[src/hdl/wht_pkg.sv]
package wht_pkg;

    //////////////////////////////
    // Table geometry
    //////////////////////////////
    localparam int WEIGHT_WIDTH   = 16;
    localparam int KERNEL_TAPS    = 9;
    localparam int TAP_PAIRS      = 5;
    localparam int PAIR_WIDTH     = 3;
    // 16 slots per kernel, only 0..8 hold weights
    localparam int TAP_ADDR_WIDTH = 4;
    localparam int GROUP_WIDTH    = 6;
    localparam int KERNELS_MAX    = 64;
    // Kernel count needs one more bit to hold 64
    localparam int KCOUNT_WIDTH   = GROUP_WIDTH + 1;
    localparam int PASS_WIDTH     = 16;
    // Address is {group, tap}
    localparam int TBL_ADDR_WIDTH = GROUP_WIDTH + TAP_ADDR_WIDTH;
    localparam int TBL_DEPTH      = 1 << TBL_ADDR_WIDTH;

    // Pipeline delays
    localparam int SEQ_ADDR_DELAY   = 3;
    localparam int RAM_READ_LATENCY = 3;
    localparam int WHT_PIPE_LATENCY = SEQ_ADDR_DELAY + RAM_READ_LATENCY;

    //////////////////////////////
    // APB register map
    //////////////////////////////
    localparam int APB_ADDR_WIDTH = 8;
    localparam int APB_DATA_WIDTH = 32;

    localparam logic [APB_ADDR_WIDTH-1:0] REG_CTRL        = 8'h00;
    localparam logic [APB_ADDR_WIDTH-1:0] REG_NUM_KERNELS = 8'h04;
    localparam logic [APB_ADDR_WIDTH-1:0] REG_NUM_PASSES  = 8'h08;
    localparam logic [APB_ADDR_WIDTH-1:0] REG_WEIGHT      = 8'h0C;
    localparam logic [APB_ADDR_WIDTH-1:0] REG_STATUS      = 8'h10;

    // REG_CTRL bit positions
    localparam int CTRL_MODE_BIT  = 0;
    localparam int CTRL_START_BIT = 1;

    //////////////////////////////
    // Shared structs
    //////////////////////////////
    typedef struct packed {
        logic                      psel;
        logic                      penable;
        logic                      pwrite;
        logic [APB_ADDR_WIDTH-1:0] paddr;
        logic [APB_DATA_WIDTH-1:0] pwdata;
    } apb_req_t;

    typedef struct packed {
        logic [APB_DATA_WIDTH-1:0] prdata;
        logic                      pready;
        logic                      pslverr;
    } apb_rsp_t;

    // One weight write into the table
    typedef struct packed {
        logic                    wren;
        logic [WEIGHT_WIDTH-1:0] data;
    } wht_cfg_t;

    typedef struct packed {
        logic                      valid;
        logic [TAP_ADDR_WIDTH-1:0] addr0;
        logic [TAP_ADDR_WIDTH-1:0] addr1;
        logic                      last_tap;
    } seq_req_t;

    typedef struct packed {
        logic                    valid;
        logic                    kernel_end;
        logic                    last_kernel;
        logic [WEIGHT_WIDTH-1:0] w1;
        logic [WEIGHT_WIDTH-1:0] w0;
    } wht_out_t;

endpackage
[src/hdl/wht_tap_sequencer.sv]
`timescale 1ns/100ps

module wht_tap_sequencer (
    input  logic                              clk,
    input  logic                              rst,
    input  logic                              job_accept,
    input  logic                              config_mode,
    input  logic [wht_pkg::KCOUNT_WIDTH-1:0]  num_kernels,
    input  logic [wht_pkg::PASS_WIDTH-1:0]    num_passes,
    output wht_pkg::seq_req_t                 seq_req,
    output logic                              busy
);

    import wht_pkg::*;

    logic                   running;
    logic [PAIR_WIDTH-1:0]  pair;
    logic [GROUP_WIDTH-1:0] kernel;
    logic [PASS_WIDTH-1:0]  pass;
    logic [GROUP_WIDTH-1:0] kernel_last;
    logic [PASS_WIDTH-1:0]  pass_last;
    logic                   pair_last;

    assign pair_last = (pair == PAIR_WIDTH'(TAP_PAIRS - 1));

    //////////////////////////////
    // Pass / kernel / pair counters
    //////////////////////////////
    always_ff @(posedge clk) begin
        if (rst) begin
            running <= 1'b0;
            pair    <= '0;
            kernel  <= '0;
            pass    <= '0;
        end else if (job_accept) begin
            // Load mode start only clears the table pointers
            running <= !config_mode && (num_passes != '0);
            pair    <= '0;
            kernel  <= '0;
            pass    <= '0;
        end else if (running) begin
            if (pair_last) begin
                pair <= '0;
                if (kernel == kernel_last) begin
                    kernel <= '0;
                    // Final request of final pass
                    if (pass == pass_last) begin
                        running <= 1'b0;
                    end else begin
                        pass <= pass + 1'b1;
                    end
                end else begin
                    kernel <= kernel + 1'b1;
                end
            end else begin
                pair <= pair + 1'b1;
            end
        end
    end

    // Terminal counts taken at start
    always_ff @(posedge clk) begin
        if (job_accept) begin
            kernel_last <= GROUP_WIDTH'(num_kernels - 1'b1);
            pass_last   <= num_passes - 1'b1;
        end
    end

    // Pair k reads taps 2k and 2k+1, last pair reads tap 8 twice
    always_comb begin
        seq_req.valid    = running;
        seq_req.addr0    = {pair, 1'b0};
        seq_req.addr1    = pair_last ? TAP_ADDR_WIDTH'(KERNEL_TAPS - 1) : {pair, 1'b1};
        seq_req.last_tap = pair_last;
    end

    assign busy = running;

    a_tap_range: assert property (
        @(posedge clk) disable iff (rst)
        seq_req.valid |-> (seq_req.addr0 <= KERNEL_TAPS - 1) && (seq_req.addr1 <= KERNEL_TAPS - 1)
    ) else $error("Error tap address addr0=%h addr1=%h", seq_req.addr0, seq_req.addr1);

    // Loading and running never overlap
    a_no_req_in_config: assert property (
        @(posedge clk) disable iff (rst)
        config_mode |-> !seq_req.valid
    ) else $error("Error seq_req.valid=%h in config mode", seq_req.valid);

endmodule

[config.mk]
export PLATFORM = sky130hd
export DESIGN_NAME = wht_tap_sequencer
export DESIGN_NICKNAME = d
export VERILOG_FILES = /design/src/hdl/wht_pkg.sv /design/src/hdl/wht_tap_sequencer.sv
export SDC_FILE = /design/constraint.sdc
export NUM_CORES = 1
export LEC_CHECK = 0
export BUFFER_PORTS_ARGS = -buffer_cell sky130_fd_sc_hd__buf_2
export CAP_MARGIN = 30
export CORE_ASPECT_RATIO = 1.4
export CORE_MARGIN = 4
export CORE_UTILIZATION = 55
export CTS_CLUSTER_SIZE = 30
export DETAILED_ROUTE_END_ITERATION = 10
export GPL_ROUTABILITY_DRIVEN = 0
export HOLD_SLACK_MARGIN = 0.06
export PLACE_DENSITY = 0.77
export SYNTH_ARGS = -nofsm -noshare
export SYNTH_HDL_FRONTEND = slang
export SYNTH_SLANG_ARGS = --single-unit
[constraint.sdc]
create_clock -name clk -period 2.79 [get_ports clk]
set_input_delay 0.279 -clock clk [delete_from_list [all_inputs] [get_ports clk]]
set_output_delay 0.279 -clock clk [all_outputs]
set_load 0.02 [all_outputs]
### Yosys cells after proc, flatten, opt, wreduce, memory -nomap -nowiden

Cells that the tools add are included.
Widths: inputs -> output; s select.

* reduce and logical (&&, ||, !) cells: 6
* multiplexer cells: 8
* equal/unequal tests: 3
* $add $sub $neg: 5
* bitwise gates (word level): 1

Operators with widths (count)
* $add 16x1->16 const B: 1
* $eq 16x16->1: 1
* $reduce_bool 16->1: 1
* $sub 16x1->16 const B: 1
* $add 6x1->6 const B: 1
* $eq 6x6->1: 1
* $mux 6: 1
* $sub 6x1->6 const B: 1
* $mux 1: 5
* $mux 4: 1
* $reduce_and 4->1: 1
* $add 3x1->3 const B: 1
* $eq 3x3->1 const B: 1
* $mux 3: 1
* $reduce_and 2->1: 1
* $reduce_or 2->1: 1
* $logic_and 1x1->1: 1
* $logic_not 1->1: 1
* $not 1->1: 1

* input port bits: 27
* flip-flop bits (word level): 48
* output and inout bits: 11

### Logic depth before layout (Yosys ltp)

* word-level depth: 6
* depth in mapped cells: 9

### Worst setup path before layout

No wires, ideal clock.

* path type: reg2reg
* start point: register pair[0]
* end point: register pass[14]
* setup slack: 897 ps
* arrival time: 1823 ps
* library setup time: 70 ps
* path buffers: 1
* cell stages (with the launch flop): 9
* cells stage by stage: dfxtp_1 inv_1 ha_1 and3_1 buf_6 and3_4 nand2_2 or4_1 a21oi_1

* word-level cells in the longest chain between the ends: 2

Ends and longest elaborated chain
* start, declared: line wht_tap_sequencer.sv:17 `logic [PAIR_WIDTH-1:0] pair;`
* start signal, assigned: line wht_tap_sequencer.sv:56 `pair <= pair + 1'b1;`
* $eq 3x3->1: line wht_tap_sequencer.sv:24 `assign pair_last = (pair == PAIR_WIDTH'(TAP_PAIRS - 1));`
* $reduce_and 4->1 (no line)
* end signal, assigned: line wht_tap_sequencer.sv:50 `pass <= pass + 1'b1;`
* end, declared: line wht_tap_sequencer.sv:19 `logic [PASS_WIDTH-1:0] pass;`

Every way passes these cells.
A chain may end at the register's enable or synchronous reset.

### Final worst setup path

Ends and elaborated chain as after synthesis.

==> results.cfg <==
[floorplanning]
coreArea_um2 = 4610
die_width_um = 66.9
placementRows = 29
io_pins = 38
die_h_um = 90.5
dieArea_um2 = 6050
start_util_pct = 58.0

[critical_path]
r2r_start = pair[0]
end_kind = flip-flop
critical_path_class = reg -> reg
cp_num_buf_inv = 1
path_max_fanout = 17
cp_data_arrival_time_ns = 2.37
crit_path_max_incr_delay_ns = 0.55
startpoint = pair[0]
cp_slowest_cell = or4_1
critical_path.cell_chain = inv_1 > ha_1 > and3_1 > and3_4 > nand2_2 > or4_1 > a21oi_1
startpoint_type = flip-flop
reg2reg_slack_ns = 0.66
crit_required_ns = 3.03
crit_family = simple AND/OR/NAND/NOR gates

[sta]
layout_setup_ws_ns = 0.658
finalSetupViolations = 0
fmax_mhz = 469
hold_viol_final = 0
fin_crit_sh_pct = 76.4
rsz0062_at_grt = false
relSlewSlack_pct = 53.1
period_needed_ns = 2.13
drv_slew = 0
fin_skew_ns = 0.00658
tns_ns = 0
worst_slew_pin_slew_ns = 0.697

[pwr]
combPwrFrac_pct = 8.9
p_leak_uw = 0.00106
p_sw_uw = 327
p_per_area_nw_per_um2 = 451
ir_drop_uv = 332
clock_power_share_pct = 32.0
p_sw_share_pct = 24.6
seqPwrFrac_pct = 59.1
internal_power_uw = 1000

[place]
port_buffers = 35
pre_cts_ws_ns = 0.708
dp_hpwl_um = 3760

[yosys]
yosys.area.top_type = edfxtp_1
ys_warn_count = 0
yosysSeqAreaShare_pct = 44.2
synthTopCellsByCount = 27 x xnor2_1, 26 x dfxtp_1, 22 x edfxtp_1
synthFlopType = dfxtp_1
yosysMostFrequentCell = xnor2_1
ys_ff_latch = 48
syn_area_per_cell_um2 = 9.82
syn_nets = 306
netlist_top_cells_area = edfxtp_1 25%, dfxtp_1 19%, xnor2_1 8.9%
synth-edff-count = 22
ys_async_sr_fraction_pct = 0
syn_inst = 272
synth_area_um2 = 2670
yosysTopAreaCellShare_pct = 24.7
synthDistinctLibCells = 44

[finish]
multi_input_area_um2 = 1360
drive_gt1_share_pct = 17.8
antenna_cells = 0
area_growth_pct = 10.2
nets = 337
num-fill-cells = 415
seq_area_um2 = 1180

[clock_network]
cts_buffer_depth = 2
tritoncts = yes
postCtsHoldBufs = 0
root_buffer = clkbuf_8
clk_latency_ns = 0.30
htree_levels = 2
cts_setup_buffers = 0
cts.repair.resized = 0
clk_pin_slew_worst_paths_ns = 0.09
cts.sinks = 48
cts_made_buffers = 5

[detailed_routing]
dr.pass1.iters = 4
drt-vias-per-instance = 5.58
wirelength_um = 5000
wl_per_cell_um = 13.7
drc = 0
ant_nets = 0
vias = 2042
drtIter0Drc = 76

[global_route]
grt_overflow = 0
globalRouteTotalUtil_pct = 18.1
grt_pass1_vias = 1932
grt_pass1_wl_um = 8660
grt_antenna_before_repair = 0
grt_max_degree = 31

[worst_hold_path]
min_from = num_kernels[0]
hold_path.class = in -> reg

[run_status]
status = finished, final reports clean

[run]
drv_cap = 0
-- layout make-up --
class,count,area share (%)
clock inverter,3,0.808
tap,62,2.64
clock buffer,5,2.34
multi-input combinational,200,46.2
timing repair buffer,37,6.46
inverter,11,1.40
sequential,48,40.1
-- state kept, by name (all words and copies together) (netlist names) --
signal	count
busy	1
kernel	6
kernel_last	6
pair	3
pass	16
pass_last	16
-- metrics by stage --
stage                     instances  utilization (%)  hold slack (ns)  area [um^2]  total power [uW]
after floorplan                 272                -            0.391         2670               871
after global placement          358             61.9            0.493         2850               916
after detailed placement        358             61.9            0.496         2850               921
after CTS                       366             63.9            0.252         2940              1330
after global routing            366             63.9            0.256         2940              1380
final                           366             63.9            0.261         2940              1330
-- placed cells by master, fill, tap and decap left out, types with 2 or more instances in the layout --
cell type / Yosys / layout
nand2_1: 20 / 20
nand2b_1: 2 / 2
nor2_1: 19 / 19
nand4_1: 10 / 10
o31ai_1: 10 / 10
inv_1: 11 / 11
nor3_1: 11 / 11
clkinvlp_4: 0 / 2
edfxtp_1: 22 / 22
o211ai_1: 4 / 4
nor4_4: 1 / 2
nor3b_1: 3 / 3
xnor2_1: 27 / 27
and4_1: 2 / 2
mux2i_1: 4 / 4
ha_1: 7 / 7
buf_4: 3 / 2
and3_1: 4 / 4
xor2_1: 17 / 17
o21ai_0: 3 / 3
or3_1: 8 / 8
nand3_1: 14 / 14
dfxtp_1: 26 / 26
or4_1: 6 / 6
buf_2: 3 / 35
clkbuf_8: 1 / 5
a21oi_1: 10 / 10
nor4_1: 4 / 4
-- cells by family after synthesis --
logic type	share of synthesized area, %
compound gates	7.73
fa+ha+maj	3.28
flops	44.2
xor+xnor	14.4
simple gates	23.5
mux	1.50
other cells	0.140
buf+inv	5.20
-- power by group through the flow --
stage                     Combinational (uW)  Clock [uW]  Sequential [uW]
after floorplan                         72.8           0              799
after global placement                   116           0              800
after detailed placement                 119           0              802
after CTS                                120         429              785
after global routing                     134         460              788
final                                    118         425              785
-- worst reg2reg max path, cell delays in order (launching register included) --
cell and delay (ns):
dfxtp_1 0.35, inv_1 0.09, ha_1 0.18, and3_1 0.27, and3_4 0.25, nand2_2 0.20
or4_1 0.56, a21oi_1 0.16
-- final timing paths --
path                          to  cells past startpoint
hold reg to reg          pair[1]                      2
hold / removal    kernel_last[0]                      2
setup reg to reg        pass[14]                      7
setup / recovery        pass[14]                      7
-- per-layer routing --
layer  global-route usage, %  vias up  routed length [um]
li1                        -     1032                   -
met1                    22.1      944                2140
met2                    30.9       56                2550
met3                    2.62       10                 215
met4                    7.95        0                  98
met5                       0        -                   0
Power figures use the tool's default switching activity.
