===== src/hdl/wht_pkg.sv =====
package wht_pkg;

    //////////////////////////////
    // Table geometry
    //////////////////////////////
    localparam int WEIGHT_WIDTH   = 16;
    localparam int KERNEL_TAPS    = 9;
    localparam int TAP_PAIRS      = 5;
    localparam int PAIR_WIDTH     = 3;
    // 16 slots per kernel, only 0..8 hold weights
    localparam int TAP_ADDR_WIDTH = 4;
    localparam int GROUP_WIDTH    = 6;
    localparam int KERNELS_MAX    = 64;
    // Kernel count needs one more bit to hold 64
    localparam int KCOUNT_WIDTH   = GROUP_WIDTH + 1;
    localparam int PASS_WIDTH     = 16;
    // Address is {group, tap}
    localparam int TBL_ADDR_WIDTH = GROUP_WIDTH + TAP_ADDR_WIDTH;
    localparam int TBL_DEPTH      = 1 << TBL_ADDR_WIDTH;

    // Pipeline delays
    localparam int SEQ_ADDR_DELAY   = 3;
    localparam int RAM_READ_LATENCY = 3;
    localparam int WHT_PIPE_LATENCY = SEQ_ADDR_DELAY + RAM_READ_LATENCY;

    //////////////////////////////
    // APB register map
    //////////////////////////////
    localparam int APB_ADDR_WIDTH = 8;
    localparam int APB_DATA_WIDTH = 32;

    localparam logic [APB_ADDR_WIDTH-1:0] REG_CTRL        = 8'h00;
    localparam logic [APB_ADDR_WIDTH-1:0] REG_NUM_KERNELS = 8'h04;
    localparam logic [APB_ADDR_WIDTH-1:0] REG_NUM_PASSES  = 8'h08;
    localparam logic [APB_ADDR_WIDTH-1:0] REG_WEIGHT      = 8'h0C;
    localparam logic [APB_ADDR_WIDTH-1:0] REG_STATUS      = 8'h10;

    // REG_CTRL bit positions
    localparam int CTRL_MODE_BIT  = 0;
    localparam int CTRL_START_BIT = 1;

    //////////////////////////////
    // Shared structs
    //////////////////////////////
    typedef struct packed {
        logic                      psel;
        logic                      penable;
        logic                      pwrite;
        logic [APB_ADDR_WIDTH-1:0] paddr;
        logic [APB_DATA_WIDTH-1:0] pwdata;
    } apb_req_t;

    typedef struct packed {
        logic [APB_DATA_WIDTH-1:0] prdata;
        logic                      pready;
        logic                      pslverr;
    } apb_rsp_t;

    // One weight write into the table
    typedef struct packed {
        logic                    wren;
        logic [WEIGHT_WIDTH-1:0] data;
    } wht_cfg_t;

    typedef struct packed {
        logic                      valid;
        logic [TAP_ADDR_WIDTH-1:0] addr0;
        logic [TAP_ADDR_WIDTH-1:0] addr1;
        logic                      last_tap;
    } seq_req_t;

    typedef struct packed {
        logic                    valid;
        logic                    kernel_end;
        logic                    last_kernel;
        logic [WEIGHT_WIDTH-1:0] w1;
        logic [WEIGHT_WIDTH-1:0] w0;
    } wht_out_t;

endpackage

===== src/hdl/wht_apb_config.sv =====
`timescale 1ns/100ps

module wht_apb_config (
    input  logic                               clk,
    input  logic                               rst,
    input  wht_pkg::apb_req_t                  apb_req,
    output wht_pkg::apb_rsp_t                  apb_rsp,
    input  logic                               busy,
    output logic                               config_mode,
    output logic                               job_accept,
    output wht_pkg::wht_cfg_t                  wht_cfg,
    output logic [wht_pkg::KCOUNT_WIDTH-1:0]   num_kernels,
    output logic [wht_pkg::PASS_WIDTH-1:0]     num_passes
);

    import wht_pkg::*;

    logic                      access;
    logic                      wr;
    logic                      mapped;
    logic                      ctrl_wr;
    logic                      start_req;
    logic                      weight_wr;
    logic                      err_unmapped;
    logic                      err_weight;
    logic                      err_start;
    logic                      err_kernels;
    logic                      config_mode_r;
    logic [APB_DATA_WIDTH-1:0] rd_data;

    //////////////////////////////
    // Access decode
    //////////////////////////////

    // Access phase, psel and penable both high
    assign access = apb_req.psel & apb_req.penable;
    assign wr     = access & apb_req.pwrite;

    always_comb begin
        case (apb_req.paddr)
            REG_CTRL,
            REG_NUM_KERNELS,
            REG_NUM_PASSES,
            REG_WEIGHT,
            REG_STATUS: mapped = 1'b1;
            default:    mapped = 1'b0;
        endcase
    end

    // Mode bit frozen while a job runs
    assign ctrl_wr   = wr && (apb_req.paddr == REG_CTRL) && !busy;
    assign start_req = wr && (apb_req.paddr == REG_CTRL) && apb_req.pwdata[CTRL_START_BIT];
    assign weight_wr = wr && (apb_req.paddr == REG_WEIGHT);

    // Error cases
    assign err_unmapped = access && !mapped;
    assign err_weight   = weight_wr && !config_mode_r;
    assign err_start    = start_req && busy;
    assign err_kernels  = wr && (apb_req.paddr == REG_NUM_KERNELS)
                          && ((apb_req.pwdata == '0) || (apb_req.pwdata > KERNELS_MAX));

    //////////////////////////////
    // Registers
    //////////////////////////////
    always_ff @(posedge clk) begin
        if (rst) begin
            config_mode_r <= 1'b0;
            num_kernels   <= KCOUNT_WIDTH'(1);
            num_passes    <= PASS_WIDTH'(1);
        end else begin
            if (ctrl_wr) begin
                config_mode_r <= apb_req.pwdata[CTRL_MODE_BIT];
            end
            if (wr && (apb_req.paddr == REG_NUM_KERNELS) && !err_kernels) begin
                num_kernels <= apb_req.pwdata[KCOUNT_WIDTH-1:0];
            end
            if (wr && (apb_req.paddr == REG_NUM_PASSES)) begin
                num_passes <= apb_req.pwdata[PASS_WIDTH-1:0];
            end
        end
    end

    // Written mode is seen in the start cycle itself
    assign config_mode = ctrl_wr ? apb_req.pwdata[CTRL_MODE_BIT] : config_mode_r;

    // Start pulse in the access cycle
    assign job_accept = start_req && !busy;

    // Weight write only in config mode
    always_comb begin
        wht_cfg.wren = weight_wr && config_mode_r;
        wht_cfg.data = apb_req.pwdata[WEIGHT_WIDTH-1:0];
    end

    //////////////////////////////
    // Read data and response
    //////////////////////////////
    always_comb begin
        rd_data = '0;
        case (apb_req.paddr)
            REG_CTRL:        rd_data[CTRL_MODE_BIT] = config_mode_r;
            REG_NUM_KERNELS: rd_data[KCOUNT_WIDTH-1:0] = num_kernels;
            REG_NUM_PASSES:  rd_data[PASS_WIDTH-1:0] = num_passes;
            REG_STATUS:      rd_data[0] = busy;
            // weight port reads as zero
            default:         rd_data = '0;
        endcase
    end

    always_comb begin
        apb_rsp.prdata  = rd_data;
        // Zero wait states
        apb_rsp.pready  = 1'b1;
        apb_rsp.pslverr = err_unmapped | err_weight | err_start | err_kernels;
    end

    // Access phase always follows a setup phase
    a_apb_setup: assert property (
        @(posedge clk) disable iff (rst)
        apb_req.penable |-> $past(apb_req.psel && !apb_req.penable)
    ) else $error("Error penable=%h without a setup cycle", apb_req.penable);

endmodule


===== config.mk =====
export PLATFORM = sky130hd
export DESIGN_NAME = wht_apb_config
export DESIGN_NICKNAME = d
export VERILOG_FILES = /design/src/hdl/wht_pkg.sv /design/src/hdl/wht_apb_config.sv
export SDC_FILE = /design/constraint.sdc
export NUM_CORES = 1
export LEC_CHECK = 0
export BUFFER_PORTS_ARGS = -buffer_cell sky130_fd_sc_hd__buf_2
export CAP_MARGIN = 10
export CORE_MARGIN = 1
export CORE_UTILIZATION = 35
export DETAILED_ROUTE_END_ITERATION = 10
export GPL_ROUTABILITY_DRIVEN = 0
export PLACE_DENSITY = 0.75
export SETUP_SLACK_MARGIN = 0.2
export SLEW_MARGIN = 5
export SYNTH_ARGS = -nofsm -noshare
export SYNTH_HDL_FRONTEND = slang
export SYNTH_SLANG_ARGS = --single-unit

===== constraint.sdc =====
create_clock -name clk -period 6 [get_ports clk]
set_clock_uncertainty 0.15 [all_clocks]
set_input_delay 0.3 -clock clk [delete_from_list [all_inputs] [get_ports clk]]
set_output_delay 0.3 -clock clk [all_outputs]
set_load 0.02 [all_outputs]

# Word-level counts from Yosys, hierarchy flattened
# Index checks and enable logic that the tools add are counted.
# Widths: inputs -> output; s select.
[word_totals] input_bits=46 regBits=24 wordCells=39
[op_classes] bitwise_logic=5 magnitude_cmp=1 reduce_logical=21 mux=5 n_eq_ne=4
[ops] op="$gt 32x7->1 const B" count=1
[ops] op="$logic_not 32->1" count=1
[ops] op="$eq 8x4->1 const B" count=2
[ops] op="$logic_and 1x1->1" count=13
[ops] op="$pmux 6 s2" count=1
[ops] op="$mux 9" count=1
[ops] op="$eq 8x3->1 const B" count=1
[ops] op="$eq 8x5->1 const B" count=1
[ops] op="$logic_not 8->1" count=1
[ops] op="$reduce_or 5->1" count=1
[ops] op="$logic_not 1->1" count=4
[ops] op="$pmux 1 s4" count=1
[ops] op="$or 1x1->1" count=3
[ops] op="$and 1x1->1" count=2
[ops] op="$mux 1" count=2
[ops] op="$logic_or 1x1->1" count=1

# Logic depth before layout (Yosys ltp)
# Gate-level depths: netlist of the first run.
[depth] depth_word=8 mapped_depth=6 depth_no_buf=5

# Least setup slack after synthesis of the first run
# Ideal clock, no wire load.
[synth_timing] path_type="input -> output" from="input apb_req[5] (netlist name)" to="output apb_rsp[0] (netlist name)" t_arrival_ns=2.437 setup_slack_ns=3.113 path_buffers=0 cell_stages=5 path_cell_list="or4_1 > nor3_2 > xor2_1 > nor3_1 > o311ai_0"
[synth_rtl] item="start: declaration" line="wht_apb_config.sv:6" rtl="input wht_pkg::apb_req_t apb_req,"
[synth_rtl] item="end: declaration" line="wht_apb_config.sv:7" rtl="output wht_pkg::apb_rsp_t apb_rsp,"

==> impl_results.md, run 1 <==
* Max-cap violations at 0
* Pins over their slew limit at 0
* Tightest Pin Transition at 1.16 ns
* Category of the worst setup path launch point: input pin
* Number of gates resized after CTS at 0
* Number of design rule violations left after detail routing at 0
* First-pass GRT wire length at 5.78 mm
* Clock tree buffer depth at 2
* Instance count of the mapped netlist at 180
* Final layout net count at 313
* Data required time of the critical path at 5.55 ns
* Final number of hold-violating endpoints at 0
* Period utilization at 0.519
* Clock latency reported for the late side of the worst-skew pair at 0.27 ns
* Crit-path leading delay family: simple AND/OR/NAND/NOR gates
* Die Span X at 68.5 µm
* Final setup violation count at 0
* Aggregate global-route resource usage at 0.167
* Ranking of synthesized cells by area: sky130_fd_sc_hd__dfxtp_1, sky130_fd_sc_hd__buf_4, sky130_fd_sc_hd__mux2i_1
* Die height at 68.5 µm
* DP Cell Count at 312
* Most used cell along the critical path: sky130_fd_sc_hd__buf_2
* Depth of the CTS H-tree at 1
* Num Clock Sinks at 24
* Clock Pin Slew Worst Setup and Hold Paths at 0.09 ns
* Master of the slowest instance on the critical path: sky130_fd_sc_hd__nor3_2
* RSZ-0062 raised after global routing: no
* Number of iterations in the first detailed-routing pass at 4
* Syn Std Cell Area at 0.00155 mm²
* CTS tree: built
* Max-Slew Margin vs Limit at 0.219
* Post-route cell area at 0.00199 mm²
* Post-DP HPWL at 3.14 mm
* Sequential share of the synthesized area at 0.311
* Fin crit period at 3.11 ns
* Number of buffers created by CTS at 3
* Share of the synthesized area in the top cell type at 0.311
* Total number of yosys warnings at 0
* Cell type with the largest total area after synthesis: sky130_fd_sc_hd__dfxtp_1
* Via-to-Cell Ratio at 4.98
* Area added between synthesis and finish at 28.7%
* Leak Pwr at 0.961 nW
* Routed via count at 1573
* Cts hold-fix bufs at 0
* Placed standard-cell area at 0.00192 mm²
* Total length of routed wires at 4.15 mm
* Number of standard cells in the final layout excluding fillers at 316
* Remaining antenna violation count at 0
* Number of ports placed on the die boundary at 122
* WS Path Type: input pin to output pin
* CP endpoint kind: output pin
* Antenna cells at 0
* EDFF count, synth at 0
* Sum Neg Setup Slack at 0 ns
* Largest incremental delay on the critical path at 0.77 ns
* Starting density of the core at 0.376
* Pwr per Cell Area at 179 mW/mm²
* Critical Path Fanout Max at 16
* Cell breakdown of the critical path: buf_2 > or4_4 > or3b_2 > nor3_2 > a22o_1 > buf_2
* Ys async rst share at 0
* Commonest cells post-synth: sky130_fd_sc_hd__buf_4, sky130_fd_sc_hd__dfxtp_1, sky130_fd_sc_hd__nor2_1
* Number of antenna violations at the first check in global routing at 0
* Layout cells sized above 1 at 0.455
* Primary FF master, synth: sky130_fd_sc_hd__dfxtp_1
* Postcts setup bufs at 0
* Number of rows in the core area at 23
* Distinct cell type count of the synthesized netlist at 34
* Root buf cell: sky130_fd_sc_hd__clkbuf_8
* Number of buffers and inverters on the critical path at 2
* CP Data Arrival Time at 2.66 ns
* Most common cell in the synthesized netlist: sky130_fd_sc_hd__buf_4
* Synthesized area per cell at 8.59 µm²
* Worst VDD drop at 0.0918 mV
* Share of the core filled with cells at 0.484
* CORE AREA at 0.00412 mm²
* Routed WL per cell at 13.1 µm
* Global route total overflow at 0
* DRT iter0 DRCs at 73
* Largest net degree at the start of global routing at 23
* Number of synthesized register bits at 24
* Run status: finished clean
* Class of the worst hold path: input pin to flop
* Number of global-route vias before repair at 1212
* Total die area at 0.00469 mm²
* Count of port buffers added during placement at 104
* Max Freq at 321 MHz
## flip-flops by register name (all words and copies together), names as in the netlist
register	flops
num_kernels	7
num_passes	16
config_mode_r	1
## tightest hold or removal path: cells and delay by family
kind	cells	cell delay [ns]
multiplexers	1	0.06
buffers and inverters	1	0.10
AND/OR/NAND/NOR	1	0.07
## per-layer routing
| layer | up-vias | part of all wire | GRT usage | wire length [µm] |
|---|---|---|---|---|
| met4 | 0 | 0.0041 | 0.0313 | 17 |
| met3 | 2 | 0.073 | 0.0333 | 304 |
| met2 | 77 | 0.49 | 0.278 | 2020 |
| met5 | - | 0 | 0 | 0 |
| li1 | 766 | - | - | - |
| met1 | 728 | 0.44 | 0.221 | 1810 |
## layout by cell type, fill, tap and decap left out, types with 2 or more instances in the layout
cell type,Yosys,layout
sky130_fd_sc_hd__nor2_1,19,19
sky130_fd_sc_hd__o21ai_0,2,2
sky130_fd_sc_hd__clkbuf_8,0,3
sky130_fd_sc_hd__dfxtp_1,24,24
sky130_fd_sc_hd__or4_1,2,2
sky130_fd_sc_hd__o21ai_2,2,2
sky130_fd_sc_hd__o21ai_1,4,4
sky130_fd_sc_hd__mux2i_1,17,17
sky130_fd_sc_hd__a21oi_1,6,6
sky130_fd_sc_hd__a22o_1,7,7
sky130_fd_sc_hd__inv_1,3,3
sky130_fd_sc_hd__conb_1,2,17
sky130_fd_sc_hd__nor4_1,8,8
sky130_fd_sc_hd__and2_1,11,11
sky130_fd_sc_hd__or4_4,3,3
sky130_fd_sc_hd__buf_2,0,104
sky130_fd_sc_hd__nor3_2,2,2
sky130_fd_sc_hd__nand3_1,11,11
sky130_fd_sc_hd__nor3_1,5,5
## final timing paths
path,start,to,slack (ns),cells after the start
max,apb_req[33],apb_rsp[8],2.89,6
min,apb_req[15],num_passes[15],0.14,3
max reg2reg,config_mode_r,config_mode_r,4.99,2
min reg2reg,num_kernels[1],num_kernels[1],0.35,2
## cell type report
class,count,area [µm²]
Inverter,3,11.3
Timing Repair Buffer,104,520
Tap cell,50,62.6
Fill cell,430,2120
Clock buffer,3,41.3
Multi-Input combinational cell,131,845
Sequential cell,24,480
Clock inverter,1,30.0
## metrics by stage
stage | power, mW | hold WS (ns) | worst slack, ns
5_1_grt | 0.371 | 0.149 | 2.70
3_5_place_dp | 0.218 | 0.341 | 2.86
3_3_place_gp | 0.218 | 0.326 | 2.88
4_1_cts | 0.361 | 0.135 | 2.86
2_1_floorplan | 0.206 | 0.219 | 3.11
6_report | 0.357 | 0.142 | 2.89
## cells by family (layout without fill, tap and decap cells)
group | count (synthesis) | after routing | share of synthesized area
AOI/OAI and AO/OA | 25 | 25 | 0.112
xor gates and xnor gates | 2 | 2 | 0.0113
buffers and inverters | 40 | 111 | 0.180
DFF | 24 | 24 | 0.311
muxes | 18 | 18 | 0.117
other | 2 | 17 | 0.00486
and+or+nand+nor | 69 | 69 | 0.265
## report_power, final
group / switching, mW / total (mW) / internal [mW]
sequential: 0.0000263 / 0.159 / 0.159
clock: 0.0533 / 0.142 / 0.0892
combinational: 0.0372 / 0.0553 / 0.0181
total: 0.0905 / 0.357 / 0.266
(Power assumes the default switching activity.)
==> run 2, diff against run 1 <==
- PLACE_DENSITY: 0.75 -> 0.77
- clock period: 6 -> 2.6 ns (I/O delays scaled with it)
==> run 2 against run 1 <==
Clock-buffer cell count stayed put. Clock power is 130% higher. Worst hold slack worse by 0.13 ns. Via count is 2.4% higher. Largest power group unchanged.
==> impl_results.md, run 2 (synthesis results as in run 1) <==
* Run status: finished clean
* Max Freq at 437 MHz
* Most common cell after layout, fill and taps aside: sky130_fd_sc_hd__buf_2
* Worst VDD drop at 0.191 mV (+110%)
* Final number of hold-violating endpoints at 0 (unchanged)
* Post-route cell area at 0.00215 mm² (+8.2%)
* Final layout net count at 331 (+5.8%)
* CORE AREA at 0.00412 mm² (unchanged)
* Critical Path Fanout Max at 6 (-10)
* CP endpoint kind: flop
* Num Clock Sinks at 24 (unchanged)
* Number of rows in the core area at 23 (unchanged)
* Starting density of the core at 0.376 (unchanged)
* Class of the worst hold path: input pin to flop
* Depth of the CTS H-tree at 1 (unchanged)
* Largest net degree at the start of global routing at 23 (unchanged)
* Overall power consumption at 0.837 mW (+130%)
* Flop-to-flop setup slack at 1.59 ns (-3.40 ns)
* Post-Place Setup Slack at 0.201 ns (-2.66 ns)
* Number of iterations in the first detailed-routing pass at 5 (+1)
* Number of design rule violations left after detail routing at 0 (unchanged)
* Pins over their slew limit at 0 (unchanged)
* Period utilization at 0.880
* Antenna cells at 0 (unchanged)
* Clock tree buffer depth at 2 (unchanged)
* Data required time of the critical path at 2.58 ns (-2.97 ns)
* Final worst slack at 0.313 ns (-2.57 ns)
* Max-cap violations at 0 (unchanged)
* Total length of routed wires at 4.34 mm (+4.6%)
* Total die area at 0.00469 mm² (unchanged)
* CTS tree: built
* Die Span X at 68.5 µm (unchanged)
* Pwr per Cell Area at 389 mW/mm² (+120%)
* Final setup violation count at 0 (unchanged)
* First-pass GRT wire length at 6.38 mm (+11%)
* Worst Hold Path Cells at 3 (unchanged)
* Largest register by flop count: num_passes
* Number of antenna violations at the first check in global routing at 0 (unchanged)
* Fin crit period at 2.29 ns
* WS Path Type: input pin to flop
* Routed WL per cell at 13.0 µm (-1.1%)
* Category of the worst setup path launch point: input pin
* CP Data Arrival Time at 2.27 ns (-0.39 ns)
* RSZ-0062 raised after global routing: no
* Global route total overflow at 0 (unchanged)
* Leak Pwr at 1.04 nW (+8.6%)
* Count of port buffers added during placement at 104 (unchanged)
* Clock Pin Slew Worst Setup and Hold Paths at 0.09 ns (about the same)
* Endpoint of the worst register-to-register path: config_mode_r
* Clock latency reported for the late side of the worst-skew pair at 0.27 ns (about the same)
* Die height at 68.5 µm (unchanged)
* Layout cells sized above 1 at 0.451 (-0.00418)
* WHS Endpoint: num_passes[7]
* Cell depth of the worst flop-to-flop path at 2 (unchanged)
* Startpoint of the lowest-slack register-to-register path: config_mode_r
* Leading registers by flop count: num_passes (16), num_kernels (7), config_mode_r (1)
* Post-DP HPWL at 3.29 mm (+4.9%)
* Start point of the worst min-delay path: apb_req[7]
* Placed standard-cell area at 0.00196 mm² (+2.3%)
* Via-to-Cell Ratio at 4.82 (-3.2%)
* Routed via count at 1610 (+2.4%)
* Sum Neg Setup Slack at 0 ns (unchanged)
* Number of buffers created by CTS at 3 (unchanged)
* DRT iter0 DRCs at 98 (+34%)
* Highest-count cells in the layout ignoring fill and taps: sky130_fd_sc_hd__buf_2, sky130_fd_sc_hd__dfxtp_1, sky130_fd_sc_hd__nor2_1, sky130_fd_sc_hd__mux2i_1, sky130_fd_sc_hd__conb_1
* Area added between synthesis and finish at 39.2%
* Number of ports placed on the die boundary at 122 (unchanged)
* Remaining antenna violation count at 0 (unchanged)
* Root buf cell: sky130_fd_sc_hd__clkbuf_8
* Aggregate global-route resource usage at 0.185 (+0.0187)
* Origin of the worst setup path: apb_req[10]
* Number of global-route vias before repair at 1394 (+15%)
* Max FFs per register at 16 (unchanged)
run 2: changes by cell type in the layout (fill, tap and decap cells not counted), sizes merged:
cell / delta
buf: +7
dlygate4sd3: +11
run 2: what timing repair did:
action | 4_1_cts | 5_1_grt
endpoints found under the hold margin | 12 | 0
setup endpoints to repair | 0 | 7
hold buffers | 11 | 0
gates resized for setup | 0 | 0
setup buffers | 0 | 1
run 2: worst max path at each step:
stage | endpoint | slack, ns | cells after the start
5_1_grt | num_kernels[3] | 0.19 | 8
3_3_place_gp | num_kernels[3] | 0.23 | 6
3_5_place_dp | num_kernels[2] | 0.20 | 6
6_report | num_kernels[3] | 0.31 | 8
4_1_cts | num_kernels[3] | 0.23 | 7
2_1_floorplan | apb_rsp[0] | 0.30 | 5
run 2: cell type report:
type	instances	area, µm²
fillers	405	1960
well taps	50	62.6
flip-flops and latches	24	480
repair buffers	122	683
inverters	3	11.3
multi-input cells	131	845
clock buffers	3	41.3
clock inverters	1	30.0
run 2: worst max-delay path, cell delays in order:
cell and delay, ns:
sky130_fd_sc_hd__dlygate4sd3_1 0.54, sky130_fd_sc_hd__buf_2 0.14, sky130_fd_sc_hd__nor4_1 0.34, sky130_fd_sc_hd__nand4_1 0.14
sky130_fd_sc_hd__buf_4 0.18, sky130_fd_sc_hd__or4_4 0.53, sky130_fd_sc_hd__o21ai_1 0.16, sky130_fd_sc_hd__a21oi_1 0.09
run 2: through the flow:
stage / cells / hold WS (ns) / utilization
CTS: 333 / 0.0000242 / 0.521
floorplan: 195 / 0.0491 / -
finish: 334 / 0.00786 / 0.523
detailed placement: 318 / 0.256 / 0.477
global placement: 318 / 0.247 / 0.477
global route: 334 / 0.0164 / 0.523
run 2: report_power, final:
part	internal, mW	switching (mW)	leakage, nW	total [mW]
logic	0.0541	0.0889	0.815	0.143
clock network	0.206	0.120	0.0357	0.326
registers	0.367	0.0000629	0.193	0.367
total	0.627	0.209	1.04	0.837
run 2: routing by layer:
layer	vias up	share of wire	GRT usage
li1	801	-	-
met1	735	0.45	0.232
met2	68	0.48	0.320
met3	6	0.051	0.0267
met4	0	0.014	0.0651
met5	-	0	0
